[config.mk]
export PLATFORM = sky130hd
export DESIGN_NAME = fetch_unit
export DESIGN_NICKNAME = d
export VERILOG_FILES = /design/src/rtl/isa_pkg.sv /design/src/rtl/fetch_pkg.sv /design/src/rtl/fetch_pc_gen.sv /design/src/rtl/prefetch_queue.sv /design/src/rtl/inst_predecode.sv /design/src/rtl/fetch_unit.sv
export SDC_FILE = /design/constraint.sdc
export NUM_CORES = 1
export LEC_CHECK = 0
export ABC_AREA = 1
export BUFFER_PORTS_ARGS = -buffer_cell sky130_fd_sc_hd__buf_2
export CORE_MARGIN = 2
export CORE_UTILIZATION = 30
export CTS_BUF_LIST = sky130_fd_sc_hd__clkbuf_8
export DETAILED_ROUTE_END_ITERATION = 7
export PLACE_DENSITY_LB_ADDON = 0.25
export SLEW_MARGIN = 15
export SYNTH_ARGS = -nofsm -noshare
export SYNTH_HDL_FRONTEND = slang
export SYNTH_HIERARCHICAL = 1
export SYNTH_SLANG_ARGS = --single-unit
[constraint.sdc]
create_clock -name clock -period 19.7 [get_ports clock]
set_input_delay 1.97 -clock clock [delete_from_list [all_inputs] [get_ports clock]]
set_output_delay 1.97 -clock clock [all_outputs]
set_load 0.01 [all_outputs]
[src/rtl/isa_pkg.sv]
package isa_pkg;

    // rv32 base opcode map, bits [6:0] of every 32-bit instruction
    // low two bits are always 2'b11 for non-compressed encodings

    // integer register-register ops
    localparam logic [6:0] opc_op = 7'b0110011;
    // integer register-immediate ops
    localparam logic [6:0] opc_op_imm = 7'b0010011;
    // loads and stores
    localparam logic [6:0] opc_load = 7'b0000011;
    localparam logic [6:0] opc_store = 7'b0100011;
    // conditional branches
    localparam logic [6:0] opc_branch = 7'b1100011;
    // jumps, both write the link register
    localparam logic [6:0] opc_jal = 7'b1101111;
    localparam logic [6:0] opc_jalr = 7'b1100111;
    // upper immediate forms
    localparam logic [6:0] opc_lui = 7'b0110111;
    localparam logic [6:0] opc_auipc = 7'b0010111;
    // ecall, ebreak and csr access
    localparam logic [6:0] opc_system = 7'b1110011;

    // architectural register index, x0..x31
    typedef logic [4:0] reg_idx_t;

    // coarse class handed to dispatch
    // anything not listed above decodes to op_illegal
    typedef enum logic [3:0] {
        op_alu,
        op_alu_imm,
        op_load,
        op_store,
        op_branch,
        op_jal,
        op_jalr,
        op_lui,
        op_auipc,
        op_system,
        op_illegal
    } opclass_e;

endpackage

[src/rtl/fetch_pkg.sv]
package fetch_pkg;

    // address and data width
    localparam int xlen = 32;

    // prefetch queue entries
    // must stay a power of two, pointers wrap by overflow
    localparam int queue_depth = 8;

    // one fetched instruction on its way into the queue
    typedef struct packed {
        // low means the rest is garbage
        logic valid;
        // word picked out of the 64-bit memory beat
        logic [31:0] inst;
        // address of inst
        logic [xlen-1:0] pc;
        // sequential successor, pc + 4
        logic [xlen-1:0] npc;
    } fetch_packet_t;

    // predecoded instruction held for dispatch
    typedef struct packed {
        logic valid;
        logic [xlen-1:0] pc;
        logic [xlen-1:0] npc;
        logic [31:0] inst;
        // coarse class from the major opcode
        isa_pkg::opclass_e op_class;
        // zero where the class has no such operand
        isa_pkg::reg_idx_t rd;
        isa_pkg::reg_idx_t rs1;
        isa_pkg::reg_idx_t rs2;
    } decoded_packet_t;

endpackage

[src/rtl/fetch_pc_gen.sv]
module fetch_pc_gen (
    input logic clock,
    input logic reset,
    // memory answered this cycle
    input logic mem_ready,
    input logic [63:0] mem_data,
    // redirect from the back end, one-cycle strobe
    input logic take_branch,
    input logic [fetch_pkg::xlen-1:0] branch_target,
    // queue has no room
    input logic full,
    output logic [fetch_pkg::xlen-1:0] mem_addr,
    output logic fetch_valid,
    output fetch_pkg::fetch_packet_t fetch_packet
);

    // pc currently being fetched
    logic [fetch_pkg::xlen-1:0] pc;
    logic [fetch_pkg::xlen-1:0] pc_plus_4;
    logic [fetch_pkg::xlen-1:0] next_pc;
    logic pc_enable;
    logic [31:0] inst_word;

    // memory is doubleword wide, so drop the low three bits
    assign mem_addr = {pc[fetch_pkg::xlen-1:3], 3'b000};

    // pc bit 2 picks which half of the beat holds our word
    assign inst_word = pc[2] ? mem_data[63:32] : mem_data[31:0];

    assign pc_plus_4 = pc + fetch_pkg::xlen'(4);

    // accepted fetch: memory answered and the queue can take it
    // a redirect in the same cycle kills the fetch, its pc is stale
    assign fetch_valid = mem_ready && !full && !take_branch;

    // branch must win over a stall or the redirect is lost
    assign pc_enable = fetch_valid || take_branch;
    assign next_pc = take_branch ? branch_target : pc_plus_4;

    // packet into the queue
    always_comb begin
        fetch_packet.valid = fetch_valid;
        fetch_packet.inst = inst_word;
        fetch_packet.pc = pc;
        fetch_packet.npc = pc_plus_4;
    end

    // pc register, boots at address 0
    always_ff @(posedge clock) begin
        if (reset) begin
            pc <= '0;
        end else if (pc_enable) begin
            pc <= next_pc;
        end
    end

endmodule

[src/rtl/prefetch_queue.sv]
module prefetch_queue (
    input logic clock,
    input logic reset,
    // redirect, drops every buffered packet
    input logic flush,
    input logic write,
    input fetch_pkg::fetch_packet_t write_packet,
    input logic pop,
    // oldest entry, valid only when not empty
    output fetch_pkg::fetch_packet_t head,
    output logic empty,
    output logic full
);

    // pointer wide enough to index every entry
    typedef logic [$clog2(fetch_pkg::queue_depth)-1:0] ptr_t;
    // count needs one more bit to reach queue_depth itself
    typedef logic [$clog2(fetch_pkg::queue_depth):0] count_t;

    // storage, no reset needed
    fetch_pkg::fetch_packet_t entries [fetch_pkg::queue_depth];

    ptr_t wr_ptr;
    ptr_t rd_ptr;
    count_t count;

    logic do_write;
    logic do_pop;

    assign empty = (count == '0);
    assign full = (count == count_t'(fetch_pkg::queue_depth));

    // qualify both sides
    // a flush wins, so a write in the flush cycle is dropped
    assign do_write = write && !full && !flush;
    assign do_pop = pop && !empty && !flush;

    // head is read straight out of the array
    // valid masked so stale or unwritten entries never leak out
    always_comb begin
        head = entries[rd_ptr];
        head.valid = entries[rd_ptr].valid && !empty;
    end

    // entry write
    always_ff @(posedge clock) begin
        if (do_write) begin
            entries[wr_ptr] <= write_packet;
        end
    end

    // pointers, pointers wrap naturally at a power-of-two depth
    always_ff @(posedge clock) begin
        if (reset || flush) begin
            wr_ptr <= '0;
            rd_ptr <= '0;
        end else begin
            if (do_write) begin
                wr_ptr <= wr_ptr + ptr_t'(1);
            end
            if (do_pop) begin
                rd_ptr <= rd_ptr + ptr_t'(1);
            end
        end
    end

    // occupancy
    // write and pop together leave it unchanged
    always_ff @(posedge clock) begin
        if (reset || flush) begin
            count <= '0;
        end else begin
            case ({do_write, do_pop})
                2'b10: begin
                    count <= count + count_t'(1);
                end
                2'b01: begin
                    count <= count - count_t'(1);
                end
                default: begin
                    count <= count;
                end
            endcase
        end
    end

endmodule

[src/rtl/inst_predecode.sv]
module inst_predecode (
    input logic clock,
    input logic reset,
    // redirect, clears the held packet
    input logic flush,
    input fetch_pkg::fetch_packet_t head,
    input logic empty,
    // dispatch takes packet_out this cycle
    input logic dispatch_ready,
    output logic pop,
    output fetch_pkg::decoded_packet_t packet_out
);

    logic [6:0] opcode;
    isa_pkg::opclass_e op_class;
    // which register fields the class actually uses
    logic uses_rd;
    logic uses_rs1;
    logic uses_rs2;
    fetch_pkg::decoded_packet_t decoded;

    assign opcode = head.inst[6:0];

    // major opcode to class, plus operand usage
    always_comb begin
        op_class = isa_pkg::op_illegal;
        uses_rd = 1'b0;
        uses_rs1 = 1'b0;
        uses_rs2 = 1'b0;
        case (opcode)
            isa_pkg::opc_op: begin
                op_class = isa_pkg::op_alu;
                uses_rd = 1'b1;
                uses_rs1 = 1'b1;
                uses_rs2 = 1'b1;
            end
            isa_pkg::opc_op_imm: begin
                op_class = isa_pkg::op_alu_imm;
                uses_rd = 1'b1;
                uses_rs1 = 1'b1;
            end
            isa_pkg::opc_load: begin
                op_class = isa_pkg::op_load;
                uses_rd = 1'b1;
                uses_rs1 = 1'b1;
            end
            // stores and branches write no register
            isa_pkg::opc_store: begin
                op_class = isa_pkg::op_store;
                uses_rs1 = 1'b1;
                uses_rs2 = 1'b1;
            end
            isa_pkg::opc_branch: begin
                op_class = isa_pkg::op_branch;
                uses_rs1 = 1'b1;
                uses_rs2 = 1'b1;
            end
            isa_pkg::opc_jal: begin
                op_class = isa_pkg::op_jal;
                uses_rd = 1'b1;
            end
            isa_pkg::opc_jalr: begin
                op_class = isa_pkg::op_jalr;
                uses_rd = 1'b1;
                uses_rs1 = 1'b1;
            end
            isa_pkg::opc_lui: begin
                op_class = isa_pkg::op_lui;
                uses_rd = 1'b1;
            end
            isa_pkg::opc_auipc: begin
                op_class = isa_pkg::op_auipc;
                uses_rd = 1'b1;
            end
            // csr forms read rs1 and write rd, ecall fields are zero anyway
            isa_pkg::opc_system: begin
                op_class = isa_pkg::op_system;
                uses_rd = 1'b1;
                uses_rs1 = 1'b1;
            end
            default: begin
                op_class = isa_pkg::op_illegal;
            end
        endcase
    end

    // next packet, unused operand fields forced to x0
    always_comb begin
        decoded.valid = head.valid;
        decoded.pc = head.pc;
        decoded.npc = head.npc;
        decoded.inst = head.inst;
        decoded.op_class = op_class;
        decoded.rd = uses_rd ? head.inst[11:7] : '0;
        decoded.rs1 = uses_rs1 ? head.inst[19:15] : '0;
        decoded.rs2 = uses_rs2 ? head.inst[24:20] : '0;
    end

    // take the head when the slot is free or being drained
    assign pop = !empty && !flush && (!packet_out.valid || dispatch_ready);

    // output register
    // payload only moves on pop, valid drops once dispatch takes it
    always_ff @(posedge clock) begin
        if (pop) begin
            packet_out <= decoded;
        end
        if (reset || flush) begin
            packet_out.valid <= 1'b0;
        end else if (!pop && dispatch_ready) begin
            packet_out.valid <= 1'b0;
        end
    end

endmodule

[src/rtl/fetch_unit.sv]
module fetch_unit (
    input logic clock,
    input logic reset,
    // instruction memory, answers in the same cycle
    input logic mem_ready,
    input logic [63:0] mem_data,
    output logic [fetch_pkg::xlen-1:0] mem_addr,
    // back end redirect
    input logic take_branch,
    input logic [fetch_pkg::xlen-1:0] branch_target,
    // dispatch side
    input logic dispatch_ready,
    output fetch_pkg::decoded_packet_t packet_out
);

    // pc gen to queue
    logic fetch_valid;
    fetch_pkg::fetch_packet_t fetch_packet;
    logic queue_full;

    // queue to predecode
    fetch_pkg::fetch_packet_t queue_head;
    logic queue_empty;
    logic queue_pop;

    // pc, memory address and word select
    fetch_pc_gen u_pc_gen (
        .clock(clock),
        .reset(reset),
        .mem_ready(mem_ready),
        .mem_data(mem_data),
        .take_branch(take_branch),
        .branch_target(branch_target),
        .full(queue_full),
        .mem_addr(mem_addr),
        .fetch_valid(fetch_valid),
        .fetch_packet(fetch_packet)
    );

    // decouples fetch from dispatch stalls
    // flushed by the same branch strobe
    prefetch_queue u_queue (
        .clock(clock),
        .reset(reset),
        .flush(take_branch),
        .write(fetch_valid),
        .write_packet(fetch_packet),
        .pop(queue_pop),
        .head(queue_head),
        .empty(queue_empty),
        .full(queue_full)
    );

    // class and register fields, one registered slot
    inst_predecode u_predecode (
        .clock(clock),
        .reset(reset),
        .flush(take_branch),
        .head(queue_head),
        .empty(queue_empty),
        .dispatch_ready(dispatch_ready),
        .pop(queue_pop),
        .packet_out(packet_out)
    );

endmodule

== Yosys cells after proc, flatten, opt, wreduce, memory -nomap -nowiden ==
Memories as Yosys holds them, arrays and structs flattened. A register that Yosys moved wholly into a read port is not among the register bits.
Index checks and enable logic that the tools add are counted.
Cells by class
  equal/unequal tests: 13
  $add $sub $neg: 5
  reduce and logical (&&, ||, !) cells: 24
  muxes and demuxes: 11
Operators by type and width (count)
  $mux W32: 2
  $pmux W4 S10: 1
  $add A32 B3 Y32 const B: 1
  $eq A7 B7 Y1 const B: 4
  $eq A7 B6 Y1 const B: 3
  $eq A7 B5 Y1 const B: 2
  $logic_and A1 B1 Y1: 10
  $pmux W4 S2: 1
  $reduce_or A8 Y1: 1
  $eq A7 B2 Y1 const B: 1
  $reduce_or A7 Y1: 1
  $add A3 B1 Y3 const B: 2
  $mux W3: 2
  $logic_not A1 Y1: 5
  $mux W1: 5
  $add A4 B1 Y4 const B: 1
  $eq A4 B4 Y1 const B: 1
  $logic_not A4 Y1: 1
  $sub A4 B1 Y4 const B: 1
  $logic_or A1 B1 Y1: 3
  $reduce_or A3 Y1: 1
  $eq A2 B1 Y1 const B: 1
  $eq A2 B2 Y1 const B: 1
  $reduce_bool A2 Y1: 1
  $reduce_or A2 Y1: 1
Word-level totals
  bits of input ports: 101
  bits in registers: 158
  bits in writable memories: 776
  word-level logic and storage cells: 66
  memories kept: 1
  output and inout port bits: 148
Memory list
  u_queue.entries: depth 8, bits a word 97, read ports 1, clocked after memory_dff 1, write ports 1, RTL line prefetch_queue.sv:21  | fetch_pkg::fetch_packet_t entries [fetch_pkg::queue_depth];

== Depth between registers and ports, before layout ==
Gate-level depths: netlist of run 1.
  word-level depth: 8
  mapped depth: 20
  gate-level depth less buffers: 19

== Modules after synthesis ==
Netlist of run 1, hierarchy kept.
Modules (own cells, without submodules)
  prefetch_queue: area each 30852.1 um^2, instances 1, cells an instance 2282
  inst_predecode: area each 3893.7 um^2, instances 1, cells an instance 206
  fetch_pc_gen: area each 2902.8 um^2, instances 1, cells an instance 505

== Least setup slack after synthesis of run 1 ==
Ideal clock, no wire load.
  kind: input to register
  start: input take_branch
  end: register u_queue.count[2]
  required time: 19585 ps
  arrival: 12247 ps
  cell stages on the path: 12
  slack: 7338 ps
  buffers on the path: 0
  path through: nor3_1 nand2_1 nor2_1 ha_1 nand2_1 inv_1 nor2_1 ha_1 a21oi_1 xnor2_1 o21ai_0 inv_1
Between the ends
  cells in the longest elaborated chain, start to end: 7
  elaborated cells between the ends (all ways): 13
  classes of those cells: eq/ne (2); mux (1); reduce/logical (10)
Ends and longest elaborated chain
  start: declaration: RTL line fetch_unit.sv:9  | input logic take_branch,
  $logic_not A1 Y1 (*): RTL line prefetch_queue.sv:36, inst_predecode.sv:100
  $logic_and A1 B1 Y1 (2 in series): RTL line inst_predecode.sv:100  | assign pop = !empty && !flush && (!packet_out.valid || dispatch_ready);
  $logic_and A1 B1 Y1: RTL line prefetch_queue.sv:36  | assign do_pop = pop && !empty && !flush;
  $logic_and A1 B1 Y1 (*): RTL line prefetch_queue.sv:36
  via u_queue.do_pop: RTL line prefetch_queue.sv:28  | logic do_pop;
  $eq A2 B1 Y1 / $eq A2 B2 Y1 (equally long branches): RTL line prefetch_queue.sv:73  | case ({do_write, do_pop})
  $pmux W4 S2 / $reduce_bool A2 Y1 (equally long branches)
  end signal: assignment: RTL line prefetch_queue.sv:75  | count <= count + count_t'(1);
  end signal: assignment: RTL line prefetch_queue.sv:78  | count <= count - count_t'(1);
  end signal: assignment: RTL line prefetch_queue.sv:81  | count <= count;
  end: declaration: RTL line prefetch_queue.sv:25  | count_t count;
The timed path passes the listed nets; every way through them passes the cells marked *.
A chain may end at the register's enable or synchronous reset.

== Final worst setup path of run 1 ==
  start: input take_branch
  end: memory u_queue/entries[4][94] (netlist name), enable pin
Between the ends
  cells in the longest elaborated chain, start to end: 6
Ends and longest elaborated chain
  $logic_not A1 Y1: RTL line fetch_pc_gen.sv:34  | assign fetch_valid = mem_ready && !full && !take_branch;
  $logic_and A1 B1 Y1: RTL line fetch_pc_gen.sv:34
  via fetch_valid: RTL line fetch_unit.sv:17  | logic fetch_valid;
  $logic_and A1 B1 Y1 (2 in series): RTL line prefetch_queue.sv:35  | assign do_write = write && !full && !flush;
  $mux W1: RTL line prefetch_queue.sv:47  | if (do_write) begin
  $mux W1 (implied by the code): RTL line prefetch_queue.sv:48  | entries[wr_ptr] <= write_packet;
  end: declaration: RTL line prefetch_queue.sv:21
The timed path passes the listed nets, and every way through them passes these cells.

==> impl_metrics.env, run 1 <==
export IMPL_outcome="completed"
export IMPL_vias=23100
export IMPL_syn_area_per_cell_sq_um=12.6
export IMPL_intPower_uw=3060
export IMPL_clockBufferDepth=3
export IMPL_crit_path_max_fanout=64
export IMPL_antenna_found_initial=6
export IMPL_post_dp_hpwl_mm=56.8
export IMPL_path_clk_slew_ns=0.06
export IMPL_ant_nets=0
export IMPL_root_buffer="clkbuf_8"
export IMPL_cp_start_kind="input port"
export IMPL_synth_seq_area_share=0.735
export IMPL_first_pass_iters=5
export IMPL_finalSetupViolCount=0
export IMPL_cts_htree_levels=4
export IMPL_clock_skew_ns=0.0549
export IMPL_regToRegEndpoint="u_queue/entries[4][94]$_DFFE_PP_"
export IMPL_slowest_delay_ns=0.95
export IMPL_fin_cells=5010
export IMPL_dieArea_sq_um=128000
export IMPL_switching_share=0.232
export IMPL_cts_inserted_buffers=162
export IMPL_syn_to_final_growth_pct=14.7
export IMPL_grt_pass1_wl_mm=145
export IMPL_netlist_cell_type_count=43
export IMPL_seq_power_share=0.559
export IMPL_grt_pass1_vias=22400
export IMPL_max_slew_margin=0.247
export IMPL_io_buffers=245
export IMPL_r2r_start="u_queue/count[1]$_SDFFE_PP0P_"
export IMPL_postCtsSetupBuffers=0
export IMPL_rows=129
export IMPL_powerDensity_nw_per_um2=92.3
export IMPL_cap_violations=0
export IMPL_grt_max_degree=161
export IMPL_drtIter0Drc=1549
export IMPL_min_delay_path_depth=2
export IMPL_peakVddDrop_v=0.0000687
export IMPL_drc=0
export IMPL_gp_congestion=0.800
export IMPL_drive_gt1_frac=0.158
export IMPL_synth_cells=2993
export IMPL_initial_utilization=0.303
export IMPL_dp_cells=4722
export IMPL_final_setup_tns_ns=0
export IMPL_reg2regPathDepth=11
export IMPL_crit_slowest_cell="buf_4"
export IMPL_required_ns=20.12
export IMPL_cellLeakagePower_uw=0.0151
export IMPL_nets=3356
export IMPL_ys_seq_elements=937
export IMPL_period_needed_ns=5.48
export IMPL_core_area_sq_um=124000
export IMPL_path_class="input port to register"
export IMPL_grt_total_usage=0.152
export IMPL_hold_viol=0
export IMPL_arrival_ns=5.91
export IMPL_yosysWarnings=6
export IMPL_power_frac_comb=0.033
export IMPL_clock_power_share=0.408
export IMPL_clock_sinks=937
export IMPL_power_switching_uw=924
export IMPL_critPathCaptureType="register"
export IMPL_cts_tree="yes"
export IMPL_io_pins=249
export IMPL_via_per_inst=4.62
export IMPL_postCtsResizedCells=0
export IMPL_worstHoldPathType="register to register"
export IMPL_period_share=0.278
export IMPL_rsz0062_at_grt="false"
export IMPL_clk_latency_ns=0.84
export IMPL_rrSetupSlack_ns=15.01
export IMPL_chipHeight_um=358
export IMPL_fmax_mhz=182
export IMPL_die_w_um=358
export IMPL_crit_start="take_branch"
export IMPL_slew_viol_final=0
export IMPL_hold_start="u_queue/rd_ptr[2]$_SDFFE_PP0P_"
export IMPL_gr_total_overflow=0
export IMPL_wirelength_mm=98.7
export IMPL_routedWlPerCell_um=19.7
export IMPL_crit_chain="buf_2 -> buf_4 -> nor2_4 -> inv_1 -> nor3_1 -> nand2_1 -> nor2_4 -> buf_4"
export IMPL_cts_hold_buf=0
export IMPL_worst_pin_slew_ns=1.13
export IMPL_syn_area_sq_um=37600
state kept, by name, summed over array words and instances (netlist names), named ones only:
register and cells:
u_predecode/packet_out 116, u_queue/wr_ptr 3, u_queue/entries 776, u_queue/count 4, u_pc_gen/pc 32, u_queue/rd_ptr 3
synth_stat cells (all sizes together):
| master | count | share of area |
|---|---|---|
| o21a | 1 | 0.00040 |
| o22ai | 96 | 0.016 |
| a31oi | 8 | 0.0013 |
| nand2 | 576 | 0.058 |
| and2 | 4 | 0.00066 |
| clkinv | 2 | 0.00020 |
| conb | 1 | 0.00010 |
| a22o | 7 | 0.0016 |
| edfxtp | 891 | 0.71 |
| a21oi | 34 | 0.0046 |
| mux2i | 96 | 0.026 |
| ha | 6 | 0.0020 |
| o21ai | 410 | 0.055 |
| buf | 105 | 0.021 |
| inv | 88 | 0.0088 |
| o211ai | 2 | 0.00053 |
| nand4 | 2 | 0.00033 |
| nor3 | 4 | 0.00053 |
| xnor2 | 6 | 0.0014 |
| xor2 | 14 | 0.0045 |
| nor2 | 482 | 0.050 |
| clkbuf | 88 | 0.0088 |
| dfxtp | 46 | 0.024 |
| a311oi | 1 | 0.00023 |
| nand3 | 23 | 0.0033 |
critical path, delay by kind of cell:
family	cells	cell delay, ns
buffers and inverters	4	1.43
and+or+nand+nor	4	2.35
power groups by stage:
stage | registers [uW] | logic, uW | clock network [uW]
floorplan | 2270 | 65.7 | 0
global placement | 2270 | 134 | 0
detailed placement | 2270 | 135 | 0
CTS | 2230 | 136 | 1690
global route | 2230 | 146 | 1770
finish | 2230 | 131 | 1630
routing by layer:
metal | GRT usage | share of wire | wire length, um | vias up
met3 | 0.0325 | 0.054 | 5300 | 163
met2 | 0.237 | 0.46 | 45300 | 619
li1 | - | - | - | 11100
met4 | 0.0495 | 0.023 | 2240 | 2
met5 | 0 | 0.00013 | 13 | -
met1 | 0.210 | 0.46 | 45900 | 11300
worst max path at each step:
stage / end / slack [ns] / cells after the start
after floorplan: u_queue/count[2]$_SDFFE_PP0P_ / 7.34 / 12
after global placement: u_queue/entries[4][90]$_DFFE_PP_ / 13.27 / 8
after detailed placement: u_queue/entries[4][91]$_DFFE_PP_ / 13.29 / 8
after CTS: u_queue/entries[4][91]$_DFFE_PP_ / 14.22 / 8
after global routing: u_queue/entries[4][91]$_DFFE_PP_ / 13.91 / 8
final: u_queue/entries[4][94]$_DFFE_PP_ / 14.22 / 8
layout make-up:
type,count,area (sq um)
timing repair buffer,283,1540
multi-input combinational,1775,8600
antenna,5,12.5
tap,1637,2050
clock buffer,163,2240
clock inverter,120,689
inverter,90,350
fill,12200,81000
sequential,937,27700
cells by family (layout without fill, tap and decap cells):
kind of cell / after synthesis / in the layout / synth area share
simple gates: 1091 / 1091 / 0.113
mux: 96 / 96 / 0.0255
buf+inv: 283 / 656 / 0.0387
xor+xnor: 20 / 20 / 0.00585
flops: 937 / 937 / 0.735
other cells: 1 / 8 / 0.0000996
fa+ha+maj: 6 / 6 / 0.00199
compound gates: 559 / 559 / 0.0793
placed cells by master (no fill, tap or decap), types with 4 or more instances in the layout:
cell / instances
nor2_1: 459
diode_2: 5
nand2_1: 567
o22ai_1: 96
o21ai_1: 94
clkinv_8: 5
inv_1: 139
clkinv_2: 12
a21oi_1: 33
nand2_2: 8
o21ai_0: 315
nor2_2: 5
a31oi_1: 8
mux2i_1: 96
nor2_4: 17
xnor2_1: 6
buf_4: 36
ha_1: 6
clkinvlp_4: 6
clkinv_1: 34
a22o_1: 7
dfxtp_1: 42
buf_2: 245
xor2_1: 8
and2_1: 4
nand3_1: 21
clkbuf_8: 163
xor2_2: 6
edfxtp_1: 891
per-stage QoR:
stage | total power (uW) | util | instance area, sq um | setup WS [ns] | hold WS, ns
after floorplan | 2340 | - | 37700 | 7.34 | 0.458
after global placement | 2400 | 0.324 | 40200 | 13.27 | 0.482
after detailed placement | 2410 | 0.324 | 40200 | 13.29 | 0.486
after CTS | 4050 | 0.348 | 43200 | 14.22 | 0.492
after global routing | 4150 | 0.348 | 43200 | 13.91 | 0.533
final | 3990 | 0.348 | 43200 | 14.22 | 0.489
Note: power is estimated with default switching activity, not from simulation.
==> inputs of run 2 (changes only) <==
--- a/config.mk
+++ b/config.mk
@@ -5,7 +5,7 @@
 export SDC_FILE = /design/constraint.sdc
 export NUM_CORES = 1
 export LEC_CHECK = 0
-export ABC_AREA = 1
+export ABC_AREA = 0
 export BUFFER_PORTS_ARGS = -buffer_cell sky130_fd_sc_hd__buf_2
 export CORE_MARGIN = 2
 export CORE_UTILIZATION = 30
==> constraint.sdc (replaced) <==
create_clock -name clock -period 5 [get_ports clock]
set_input_delay 0.5 -clock clock [delete_from_list [all_inputs] [get_ports clock]]
set_output_delay 0.5 -clock clock [all_outputs]
set_load 0.01 [all_outputs]
==> run 2 against run 1 <==
Cell count shrank 24%. Non-clock buffer count grew 23. Synthesized cell count shrank 41%. Critical path depth shrank 1. First-iteration DRC count shrank 22%. Critical path type is now register to register. Via count shrank 22%. Area after synthesis shrank 2.8%.
==> impl_metrics.env, run 2 <==
export IMPL_syn_to_final_growth_pct=16.1
export IMPL_ys_seq_elements=937
export IMPL_cts_tree="yes"
export IMPL_rsz0062_at_grt="false"
export IMPL_core_area_sq_um=121000
export IMPL_synth_area_top_cells="edfxtp_1 73%, mux4_2 12%, mux2_2 3.9%, dfxtp_1 2.5%, buf_4 0.76%"
export IMPL_dieArea_sq_um=125000
export IMPL_fin_cells=3821
export IMPL_post_dp_hpwl_mm=50.1
export IMPL_root_buffer="clkbuf_8"
export IMPL_ant_nets=0
export IMPL_grt_total_usage=0.139
export IMPL_antenna_found_initial=4
export IMPL_io_pins=249
export IMPL_cts_htree_levels=4
export IMPL_cellLeakagePower_uw=0.0136
export IMPL_regMostFlops="u_queue/entries"
export IMPL_nets=2189
export IMPL_final_cell_mix="891 x edfxtp_1, 245 x buf_2, 194 x mux4_2"
export IMPL_cts_inserted_buffers=151
export IMPL_clock_sinks=937
export IMPL_required_ns=5.38
export IMPL_crit_path_max_fanout=53
export IMPL_cap_violations=0
export IMPL_drtIter0Drc=1213
export IMPL_chipHeight_um=353
export IMPL_crit_chain="or4b_2 -> inv_1 -> nand2b_1 -> nor2_1 -> nand4b_1 -> nor3_4 -> buf_4"
export IMPL_wirelength_mm=87.6
export IMPL_clk_latency_ns=0.80
export IMPL_synth_seq_area_share=0.756
export IMPL_grt_pass1_vias=18900
export IMPL_clockBufferDepth=3
export IMPL_netlist_cell_type_count=56
export IMPL_synth_top_area_cell="edfxtp_1"
export IMPL_synth_top_area_share=0.731
export IMPL_synth_common_cells="891 x edfxtp_1, 194 x mux4_2, 128 x mux2_2"
export IMPL_gr_total_overflow=0
export IMPL_setup_ws_ns=1.35
export IMPL_syn_area_per_cell_sq_um=20.9
export IMPL_period_share=0.731
export IMPL_postCtsResizedCells=0
export IMPL_first_pass_iters=5
export IMPL_regArea_sq_um=27700
export IMPL_io_buffers=245
export IMPL_synth_cells=1751
export IMPL_multiInputGateArea_sq_um=8180
export IMPL_synth_edf_count=891
export IMPL_slowest_delay_ns=0.78
export IMPL_critPathTopFamily="simple AND/OR/NAND/NOR gates"
export IMPL_drc=0
export IMPL_syn_area_sq_um=36600
export IMPL_rows=128
export IMPL_routedWlPerCell_um=22.9
export IMPL_initial_utilization=0.301
export IMPL_vias=18000
export IMPL_peakVddDrop_v=0.000264
export IMPL_fmax_mhz=274
export IMPL_pre_cts_ws_ns=1.39
export IMPL_yosysWarnings=6
export IMPL_gp_congestion=0.750
export IMPL_fillCellCount=11400
export IMPL_synth_most_common_cell="edfxtp_1"
export IMPL_cts_hold_buf=27
export IMPL_hold_viol=0
export IMPL_clock_skew_ns=0.0463
export IMPL_async_flop_share=0
export IMPL_path_clk_slew_ns=0.06
export IMPL_finalSetupViolCount=0
export IMPL_critPathBufInv=2
export IMPL_slew_viol_final=0
export IMPL_die_w_um=353
export IMPL_postCtsSetupBuffers=0
export IMPL_powerDensity_nw_per_um2=356
export IMPL_max_slew_margin=0.260
export IMPL_crit_slowest_cell="buf_4"
export IMPL_synth_main_ff_cell="edfxtp_1"
export IMPL_dp_cells=3527
export IMPL_via_per_inst=4.70
export IMPL_outcome="completed"
export IMPL_critPathCaptureType="register"
export IMPL_cp_start_kind="register"
export IMPL_top_regs="u_queue/entries: 776 flops, u_predecode/packet_out: 116 flops, u_pc_gen/pc: 32 flops"
export IMPL_grt_max_degree=104
export IMPL_drive_gt1_frac=0.372
export IMPL_path_class="register to register"
export IMPL_grt_pass1_wl_mm=127
export IMPL_finalPower_uw=15100
export IMPL_largest_reg_flops=776
export IMPL_period_needed_ns=3.65
export IMPL_worstHoldPathType="input port to register"
export IMPL_final_common_cell="edfxtp_1"
export IMPL_worst_pin_slew_ns=1.10
export IMPL_arrival_ns=4.04
==> run 2: power breakdown <==
| group | switching [uW] | total (uW) | internal [uW] | leakage (uW) |
|---|---|---|---|---|
| Clock | 2940 | 5900 | 2960 | 0.00160 |
| Combinational | 276 | 440 | 163 | 0.00354 |
| Sequential | 89.3 | 8780 | 8690 | 0.00850 |
| Total | 3300 | 15100 | 11800 | 0.0136 |
==> run 2: worst min-delay path: cells and delay by family <==
kind / cells / cell delay, ns
AO/OA/AOI/OAI: 1 / 0.07
AND/OR/NAND/NOR: 1 / 0.13
buffers and inverters: 1 / 0.10
==> run 2: layout make-up <==
type                            count  area share
Multi-Input combinational cell    666       0.193
Inverter                           20     0.00177
Tap cell                         1625      0.0479
Clock buffer                      158      0.0512
Sequential cell                   937       0.652
Antenna cell                        3    0.000177
Timing Repair Buffer              306      0.0430
Clock inverter                    106      0.0113
==> run 2: worst paths after layout <==
check | from | endpoint | slack (ns) | cells past startpoint
min reg2reg | u_queue/rd_ptr[2]$_SDFFE_PP0P_ | register | 0.50 | 2
max reg2reg | u_queue/count[1]$_SDFFE_PP0P_ | u_queue/entries[4][86]$_DFFE_PP_ | 1.35 | 7
max | u_queue/count[1]$_SDFFE_PP0P_ | u_queue/entries[4][86]$_DFFE_PP_ | 1.35 | 7
min | branch_target[4] | u_pc_gen/pc[4]$_SDFFE_PP0N_ | 0.05 | 3
==> run 2: logic make-up after synthesis <==
kind of cell               after synthesis  share of synthesized area
muxes                                  327                      0.160
buffers and inverters                  150                     0.0239
xor gates and xnor gates                44                     0.0105
DFF                                    937                      0.756
AOI/OAI and AO/OA                       78                     0.0154
other                                    1                   0.000102
and+or+nand+nor                        208                     0.0316
adders and majority gates                6                    0.00205
==> run 2: layer usage <==
metal  vias to the layer above  wire, um  track usage
met3                       141      4620       0.0317
met2                       533     42800        0.228
met1                      9457     38200        0.182
met5                         -         0            0
li1                       7825         -            -
met4                         0      1940       0.0447
==> run 2: through the flow <==
stage | hold WS (ns) | util | TNS [ns] | cell area, sq um
after floorplan | 0.453 | - | -726.63 | 36700
after global placement | 0.470 | 0.326 | 0 | 39500
after detailed placement | 0.489 | 0.326 | 0 | 39500
after CTS | 0.00408 | 0.350 | 0 | 42500
after global routing | 0.0272 | 0.350 | 0 | 42500
final | 0.0493 | 0.350 | 0 | 42500
